--- src/hdl/rv_pkg.sv ---
package rv_pkg;

	localparam int xlen = 32;
	localparam int reg_addr_w = 5;
	localparam logic [xlen-1:0] reset_pc = '0;

	// Controller states, one instruction at a time
	typedef enum logic [3:0] {
		rst_s,
		fetch_s,
		inst_wait_s,
		decode_s,
		exec_s,
		load_s,
		read_wait_s,
		store_s,
		write_back_s
	} state_e;

	// RV32I major opcodes kept by this core
	typedef enum logic [6:0] {
		opc_load   = 7'b0000011,
		opc_op_imm = 7'b0010011,
		opc_auipc  = 7'b0010111,
		opc_store  = 7'b0100011,
		opc_op     = 7'b0110011,
		opc_lui    = 7'b0110111,
		opc_branch = 7'b1100011,
		opc_jalr   = 7'b1100111,
		opc_jal    = 7'b1101111
	} opcode_e;

	typedef enum logic [2:0] {
		alu_add,
		alu_sub,
		alu_and,
		alu_or,
		alu_xor,
		alu_slt,
		alu_sltu
	} alu_op_e;

	typedef enum logic [3:0] {
		cls_arith, cls_load, cls_store, cls_branch, cls_jal, cls_jalr, cls_lui, cls_auipc, cls_none
	} inst_class_e;

	typedef struct packed {
		inst_class_e cls;
		alu_op_e alu_op;
		// Second ALU operand comes from the immediate
		logic src_imm;
		logic [2:0] funct3;
		logic [reg_addr_w-1:0] rd;
		logic [reg_addr_w-1:0] rs1;
		logic [reg_addr_w-1:0] rs2;
		logic [xlen-1:0] imm;
	} decoded_t;

	typedef struct packed {
		logic read;
		logic write;
		logic [xlen-1:0] addr;
		logic [xlen-1:0] wdata;
	} mem_req_t;

	typedef struct packed {
		logic wen;
		logic [reg_addr_w-1:0] waddr;
		logic [xlen-1:0] wdata;
		logic [xlen-1:0] pc;
	} retire_t;

endpackage

--- src/hdl/rv_alu.sv ---
`timescale 1ns/1ns

module rv_alu import rv_pkg::*; (
	input  logic [xlen-1:0] a,
	input  logic [xlen-1:0] b,
	input  alu_op_e op,
	output logic [xlen-1:0] result,
	output logic zero
);

	always_comb begin
		case (op)
			alu_add: result = a + b;
			alu_sub: result = a - b;
			alu_and: result = a & b;
			alu_or: result = a | b;
			alu_xor: result = a ^ b;
			// Compare results land in bit 0
			alu_slt: result = {{(xlen-1){1'b0}}, $signed(a) < $signed(b)};
			alu_sltu: result = {{(xlen-1){1'b0}}, a < b};
			default: result = '0;
		endcase
	end

	assign zero = (result == '0);

endmodule

--- src/hdl/rv_control.sv ---
`timescale 1ns/1ns

module rv_control import rv_pkg::*; (
	input  logic clk,
	input  logic rst,
	input  decoded_t dec,
	input  logic take_branch,
	input  logic inst_req_ready,
	input  logic inst_valid,
	input  logic mem_req_ready,
	input  logic read_data_valid,
	output state_e state,
	output logic inst_req_valid,
	output logic inst_ready,
	output logic read_data_ready,
	output logic mem_read,
	output logic mem_write
);

	state_e next_state;

	always_ff @(posedge clk) begin
		if (rst) begin
			state <= rst_s;
		end else begin
			state <= next_state;
		end
	end

	always_comb begin
		next_state = state;
		case (state)
			rst_s: next_state = fetch_s;
			fetch_s: if (inst_req_ready) next_state = inst_wait_s;
			inst_wait_s: if (inst_valid) next_state = decode_s;
			decode_s: next_state = exec_s;
			exec_s: begin
				case (dec.cls)
					cls_arith, cls_jal, cls_jalr, cls_lui, cls_auipc: next_state = write_back_s;
					cls_load: next_state = load_s;
					cls_store: next_state = store_s;
					// Branches and unknown opcodes
					default: next_state = fetch_s;
				endcase
			end
			load_s: if (mem_req_ready) next_state = read_wait_s;
			read_wait_s: if (read_data_valid) next_state = write_back_s;
			store_s: if (mem_req_ready) next_state = fetch_s;
			write_back_s: next_state = fetch_s;
			default: next_state = rst_s;
		endcase
	end

	assign inst_req_valid = (state == fetch_s);
	// Ready also in reset to drain stale responses
	assign inst_ready = (state == rst_s) || (state == inst_wait_s);
	assign read_data_ready = (state == rst_s) || (state == read_wait_s);
	assign mem_read = (state == load_s);
	assign mem_write = (state == store_s);

	a_mem_exclusive: assert property (@(posedge clk) disable iff (rst)
		!(mem_read && mem_write));

	a_state_legal: assert property (@(posedge clk) disable iff (rst)
		state inside {rst_s, fetch_s, inst_wait_s, decode_s, exec_s,
			load_s, read_wait_s, store_s, write_back_s});

	// Redirect from the datapath only for control-flow classes in exec
	a_redirect_class: assert property (@(posedge clk) disable iff (rst)
		take_branch |-> (state == exec_s) && (dec.cls inside {cls_branch, cls_jal, cls_jalr}));

endmodule

--- src/hdl/rv_core.sv ---
`timescale 1ns/1ns

module rv_core import rv_pkg::*; (
	input  logic clk,
	input  logic rst,
	output logic [xlen-1:0] pc,
	output logic inst_req_valid,
	input  logic inst_req_ready,
	input  logic [xlen-1:0] instruction,
	input  logic inst_valid,
	output logic inst_ready,
	output mem_req_t mem_req,
	input  logic mem_req_ready,
	input  logic [xlen-1:0] read_data,
	input  logic read_data_valid,
	output logic read_data_ready,
	output retire_t retire
);

	state_e state;
	decoded_t dec;
	logic take_branch;
	logic mem_read;
	logic mem_write;
	logic [xlen-1:0] mem_addr;
	logic [xlen-1:0] mem_wdata;

	assign mem_req.read = mem_read;
	assign mem_req.write = mem_write;
	assign mem_req.addr = mem_addr;
	assign mem_req.wdata = mem_wdata;

	rv_control u_control (
		.clk(clk),
		.rst(rst),
		.dec(dec),
		.take_branch(take_branch),
		.inst_req_ready(inst_req_ready),
		.inst_valid(inst_valid),
		.mem_req_ready(mem_req_ready),
		.read_data_valid(read_data_valid),
		.state(state),
		.inst_req_valid(inst_req_valid),
		.inst_ready(inst_ready),
		.read_data_ready(read_data_ready),
		.mem_read(mem_read),
		.mem_write(mem_write)
	);

	rv_decode u_decode (
		.clk(clk),
		.instruction(instruction),
		.inst_valid(inst_valid),
		.inst_ready(inst_ready),
		.dec(dec)
	);

	rv_datapath u_datapath (
		.clk(clk),
		.rst(rst),
		.state(state),
		.dec(dec),
		.inst_valid(inst_valid),
		.read_data(read_data),
		.read_data_valid(read_data_valid),
		.pc(pc),
		.mem_addr(mem_addr),
		.mem_wdata(mem_wdata),
		.take_branch(take_branch),
		.retire(retire)
	);

endmodule

--- src/hdl/rv_datapath.sv ---
`timescale 1ns/1ns

module rv_datapath import rv_pkg::*; (
	input  logic clk,
	input  logic rst,
	input  state_e state,
	input  decoded_t dec,
	input  logic inst_valid,
	input  logic [xlen-1:0] read_data,
	input  logic read_data_valid,
	output logic [xlen-1:0] pc,
	output logic [xlen-1:0] mem_addr,
	output logic [xlen-1:0] mem_wdata,
	output logic take_branch,
	output retire_t retire
);

	logic [xlen-1:0] inst_pc;
	logic [xlen-1:0] op_a_q;
	logic [xlen-1:0] op_b_q;
	logic [xlen-1:0] result_q;
	logic [xlen-1:0] load_q;
	logic [xlen-1:0] rdata1;
	logic [xlen-1:0] rdata2;
	logic [xlen-1:0] alu_a;
	logic [xlen-1:0] alu_b;
	alu_op_e alu_op;
	logic [xlen-1:0] alu_result;
	logic alu_zero;
	logic branch_cond;
	logic [xlen-1:0] branch_target;
	logic [xlen-1:0] next_target;
	logic rf_wen;
	logic [xlen-1:0] rf_wdata;

	// One ALU serves pc+4, execution and the link value
	always_comb begin
		case (state)
			inst_wait_s: begin
				alu_a = pc;
				alu_b = xlen'(4);
				alu_op = alu_add;
			end
			write_back_s: begin
				alu_a = inst_pc;
				alu_b = xlen'(4);
				alu_op = alu_add;
			end
			default: begin
				alu_a = op_a_q;
				alu_b = op_b_q;
				alu_op = dec.alu_op;
			end
		endcase
	end

	rv_alu u_alu (
		.a(alu_a),
		.b(alu_b),
		.op(alu_op),
		.result(alu_result),
		.zero(alu_zero)
	);

	rv_regfile u_regfile (
		.clk(clk),
		.raddr1(dec.rs1),
		.raddr2(dec.rs2),
		.rdata1(rdata1),
		.rdata2(rdata2),
		.wen(rf_wen),
		.waddr(dec.rd),
		.wdata(rf_wdata)
	);

	// eq/ne look at zero, the rest at the slt bit
	assign branch_cond = funct3_sel(dec.funct3, alu_zero, alu_result[0]);
	assign branch_target = inst_pc + dec.imm;
	assign take_branch = (state == exec_s) &&
		((dec.cls == cls_branch && branch_cond) || dec.cls == cls_jal || dec.cls == cls_jalr);

	always_comb begin
		case (dec.cls)
			cls_branch: next_target = branch_target;
			cls_jalr: next_target = {alu_result[xlen-1:1], 1'b0};
			default: next_target = alu_result;
		endcase
	end

	always_ff @(posedge clk) begin
		if (rst) begin
			pc <= reset_pc;
		end else if (state == inst_wait_s && inst_valid) begin
			pc <= alu_result;
		end else if (take_branch) begin
			pc <= next_target;
		end
	end

	always_ff @(posedge clk) begin
		if (state == inst_wait_s && inst_valid) begin
			inst_pc <= pc;
		end
		if (state == decode_s) begin
			op_a_q <= (dec.cls == cls_auipc || dec.cls == cls_jal) ? inst_pc : rdata1;
			op_b_q <= dec.src_imm ? dec.imm : rdata2;
		end
		if (state == exec_s) begin
			result_q <= alu_result;
		end
		if (state == read_wait_s && read_data_valid) begin
			load_q <= read_data;
		end
	end

	assign mem_addr = {result_q[xlen-1:2], 2'b00};
	assign mem_wdata = rdata2;

	assign rf_wen = (state == write_back_s);
	always_comb begin
		case (dec.cls)
			cls_load: rf_wdata = load_q;
			cls_lui: rf_wdata = dec.imm;
			cls_jal, cls_jalr: rf_wdata = alu_result;
			default: rf_wdata = result_q;
		endcase
	end

	assign retire.wen = rf_wen;
	assign retire.waddr = dec.rd;
	assign retire.wdata = rf_wdata;
	assign retire.pc = inst_pc;

	function automatic logic funct3_sel(input logic [2:0] f3, input logic zero,
		input logic lt);
		funct3_sel = f3[2] ? (lt ^ f3[0]) : (zero ^ f3[0]);
	endfunction

endmodule

--- src/hdl/rv_decode.sv ---
`timescale 1ns/1ns

module rv_decode import rv_pkg::*; (
	input  logic clk,
	input  logic [xlen-1:0] instruction,
	input  logic inst_valid,
	input  logic inst_ready,
	output decoded_t dec
);

	logic [xlen-1:0] inst_q;
	opcode_e opcode;
	logic [2:0] funct3;
	logic [6:0] funct7;
	alu_op_e arith_op;

	always_ff @(posedge clk) begin
		if (inst_valid && inst_ready) begin
			inst_q <= instruction;
		end
	end

	assign opcode = opcode_e'(inst_q[6:0]);
	assign funct3 = inst_q[14:12];
	assign funct7 = inst_q[31:25];

	// funct7 only matters for sub on the register form
	always_comb begin
		case (funct3)
			3'b000: arith_op = (opcode == opc_op && funct7[5]) ? alu_sub : alu_add;
			3'b010: arith_op = alu_slt;
			3'b011: arith_op = alu_sltu;
			3'b100: arith_op = alu_xor;
			3'b110: arith_op = alu_or;
			default: arith_op = alu_and;
		endcase
	end

	always_comb begin
		dec.funct3 = funct3;
		dec.rd = inst_q[11:7];
		dec.rs1 = inst_q[19:15];
		dec.rs2 = inst_q[24:20];
		dec.alu_op = alu_add;
		dec.src_imm = 1'b1;
		dec.cls = cls_none;
		dec.imm = {{20{inst_q[31]}}, inst_q[31:20]};
		case (opcode)
			opc_op, opc_op_imm: begin
				// Shift encodings are not supported
				if (funct3 != 3'b001 && funct3 != 3'b101) begin
					dec.cls = cls_arith;
				end
				dec.alu_op = arith_op;
				dec.src_imm = (opcode == opc_op_imm);
			end
			opc_load: dec.cls = cls_load;
			opc_store: begin
				dec.cls = cls_store;
				dec.imm = {{20{inst_q[31]}}, inst_q[31:25], inst_q[11:7]};
			end
			opc_branch: begin
				if (funct3[2:1] != 2'b01) begin
					dec.cls = cls_branch;
				end
				dec.src_imm = 1'b0;
				dec.alu_op = !funct3[2] ? alu_sub : (funct3[1] ? alu_sltu : alu_slt);
				dec.imm = {{19{inst_q[31]}}, inst_q[31], inst_q[7], inst_q[30:25],
					inst_q[11:8], 1'b0};
			end
			opc_jal: begin
				dec.cls = cls_jal;
				dec.imm = {{11{inst_q[31]}}, inst_q[31], inst_q[19:12], inst_q[20],
					inst_q[30:21], 1'b0};
			end
			opc_jalr: dec.cls = cls_jalr;
			opc_lui, opc_auipc: begin
				dec.cls = (opcode == opc_lui) ? cls_lui : cls_auipc;
				dec.imm = {inst_q[31:12], 12'b0};
			end
			default: dec.cls = cls_none;
		endcase
	end

endmodule

--- src/hdl/rv_regfile.sv ---
`timescale 1ns/1ns

module rv_regfile import rv_pkg::*; (
	input  logic clk,
	input  logic [reg_addr_w-1:0] raddr1,
	input  logic [reg_addr_w-1:0] raddr2,
	output logic [xlen-1:0] rdata1,
	output logic [xlen-1:0] rdata2,
	input  logic wen,
	input  logic [reg_addr_w-1:0] waddr,
	input  logic [xlen-1:0] wdata
);

	logic [xlen-1:0] regs [2**reg_addr_w];

	always_ff @(posedge clk) begin
		if (wen && waddr != '0) begin
			regs[waddr] <= wdata;
		end
	end

	// x0 always reads as zero
	assign rdata1 = (raddr1 == '0) ? '0 : regs[raddr1];
	assign rdata2 = (raddr2 == '0) ? '0 : regs[raddr2];

endmodule

--- config.mk ---
export PLATFORM = sky130hd
export DESIGN_NAME = rv_core
export DESIGN_NICKNAME = d
export VERILOG_FILES = /design/src/hdl/rv_pkg.sv /design/src/hdl/rv_alu.sv /design/src/hdl/rv_control.sv /design/src/hdl/rv_core.sv /design/src/hdl/rv_datapath.sv /design/src/hdl/rv_decode.sv /design/src/hdl/rv_regfile.sv
export SDC_FILE = /design/constraint.sdc
export NUM_CORES = 2
export LEC_CHECK = 0
export BUFFER_PORTS_ARGS = -buffer_cell sky130_fd_sc_hd__buf_2
export CORE_ASPECT_RATIO = 0.6
export CORE_MARGIN = 3
export CORE_UTILIZATION = 35
export CTS_BUF_LIST = sky130_fd_sc_hd__clkbuf_2 sky130_fd_sc_hd__clkbuf_4 sky130_fd_sc_hd__clkbuf_8
export DETAILED_ROUTE_END_ITERATION = 12
export GPL_TIMING_DRIVEN = 1
export PLACE_DENSITY = 0.52
export SLEW_MARGIN = 20
export SYNTH_ARGS = -nofsm -noshare
export SYNTH_HDL_FRONTEND = slang
export SYNTH_HIERARCHICAL = 1
export SYNTH_SLANG_ARGS = --single-unit
--- constraint.sdc ---
create_clock -name clk -period 9.05 [get_ports clk]
set_input_delay 0.4525 -clock clk [delete_from_list [all_inputs] [get_ports clk]]
set_output_delay 0.4525 -clock clk [all_outputs]
set_load 0.05 [all_outputs]
==> results_dict.tcl <==
set metrics [dict create \
    status "finished, final reports clean" \
    dr.first_iter.drc_count 8171 \
    cp-end-kind "register" \
    path_clk_slew_ps 70 \
    grt_max_degree 138 \
    timing.hold.ws_ps 127 \
    crit_fanout 66 \
    cts_buffer_depth 4 \
    grt-ovfl-total 0 \
    min_period_over_period 0.978 \
    fmax_ghz 0.113 \
    post-route-min-period_ps 8850 \
    final_cell_mix "edfxtp_1 (1216), nand2_1 (349), mux2i_1 (330), mux4_2 (317), buf_2 (238)" \
    grt_pass1_wl_mm 378 \
    ant_nets 0 \
    initial_core_util 0.353 \
    track_usage 0.277 \
    syn_area_per_cell_um2 14.3 \
    power.density_nw_per_um2 260 \
    start_kind "register" \
    place_hpwl_mm 183 \
    ir_worst_vdd_mv 0.136 \
    placed_area_um2 70600 \
    leakage_uw 0.0260 \
    tightest_slew_ps 1310 \
    nets 5159 \
    first_global_vias 45100 \
    coreArea_um2 188000 \
    post_cts_buffers 0 \
    yosys_warnings 6 \
    arrival_ps 9650 \
    clock_latency_ps 920 \
    slew_headroom 0.125 \
    drv_slew 0 \
    routed_wl_mm 279 \
    hold_path_depth 5 \
    area_growth_pct 13.2 \
    r2r_cells 27 \
    place_congestion 1.05 \
    antenna_found_initial 8 \
    design_area_um2 75000 \
    mostFrequentLayoutCell "edfxtp_1" \
    cts_root_buffer "clkbuf_8" \
    clock_sinks 1252 \
    drtPass1Iterations 9 \
    crit_type "reg -> reg" \
    ios 241 \
    vias 48400 \
    cts_buffers 192 \
    dieWidth_um 568 \
    syn_inst 4619 \
    avgViaCountPerCell 6.37 \
    clock_skew_ps 80.1 \
    drive_gt1_frac 0.258 \
    hold_path.class "in -> reg" \
    hold_violations 0 \
    fin_tns_setup_ps 0 \
    nFillCells 17500 \
    h-tree-depth 4 \
    synth_area_um2 66300 \
    cts_tree "done" \
    cp_data_required_time_ps 9850 \
    wl_per_cell_um 36.7 \
    rsz0062_at_grt "no" \
    port_buffers 238 \
    ff2ff_setup_slack_ps 200 \
    max-cap-violations 0 \
    std_cell_rows 123 \
    drc_errors 0 \
    die-area_um2 195000 \
    die_y_um 343 \
    setup_violations 0 \
]
area by class of cell:
| cell class | instances | area, um2 | share of cell area |
|---|---|---|---|
| clock buffers | 263 | 3210 | 0.0428 |
| diodes | 12 | 30.0 | 0.000400 |
| clock inverters | 75 | 490 | 0.00654 |
| well taps | 2500 | 3130 | 0.0417 |
| flip-flops and latches | 1252 | 37200 | 0.497 |
| inverters | 115 | 434 | 0.00579 |
| multi-input cells | 2894 | 27000 | 0.361 |
| repair buffers | 495 | 3410 | 0.0455 |
final timing paths:
kind / to / from
max: u_datapath/pc[18] / u_control/state[0]
min: u_control/state[1] / inst_req_ready
max reg2reg: u_datapath/pc[18] / u_control/state[0]
min reg2reg: u_datapath/inst_pc[31] / u_datapath/pc[31]
critical path: stages, from the launching register on:
cell      delay [ps]
dfxtp_1          820
nor4b_4          120
buf_12           200
nor2_4           170
buf_12           310
and2_1           230
ha_1             220
inv_1             70
fa_1             420
nand2b_1         230
a21o_1           270
a21oi_1          570
o21ai_0          560
o21bai_1         510
or4b_2           620
a21oi_1          210
o221a_2          210
o22ai_1          180
nand4b_1         280
nor4_2           280
mux2i_1          200
xnor2_1          300
a31oi_1          190
o31a_2           550
buf_4            280
a21oi_1          180
o32ai_1          110
or3_1            340
timing repair:
item                                   CTS  global route
gates resized for setup                  0             1
endpoints found under the hold margin   71             0
setup endpoints to repair                0             5
hold buffers                            67             0
where the power goes:
part / internal, uW / switching, uW / total [uW]
Sequential: 6710 / 240 / 6950
Clock: 2470 / 2360 / 4830
Combinational: 2380 / 5340 / 7730
sequential cells by signal, summed over array words and instances (netlist names):
signal / count
u_datapath/inst_pc: 32
u_datapath/result_q: 32
u_datapath/load_q: 32
u_datapath/u_regfile/regs: 1024
u_datapath/op_a_q: 32
u_decode/inst_q: 32
u_control/state: 4
u_datapath/op_b_q: 32
u_datapath/pc: 32
per-layer routing:
metal  GRT usage  part of all wire  vias to the layer above
li1            -                 -                    19300
met1       0.422              0.45                    25300
met2       0.351              0.38                     3431
met3       0.122              0.15                      378
met4      0.0682             0.026                        0
met5           0                 0                        -
per-stage QoR:
| step | util | instances | setup WS [ps] | total power, uW |
|---|---|---|---|---|
| 6_report | 0.399 | 7606 | 198 | 19500 |
| 5_1_grt | 0.399 | 7597 | 30.6 | 20100 |
| 3_5_place_dp | 0.376 | 7189 | 628 | 14400 |
| 2_1_floorplan | - | 4651 | 2660 | 11600 |
| 4_1_cts | 0.399 | 7594 | 574 | 19200 |
| 3_3_place_gp | 0.376 | 7189 | 820 | 14400 |
Note: power is estimated with default switching activity, not from simulation.
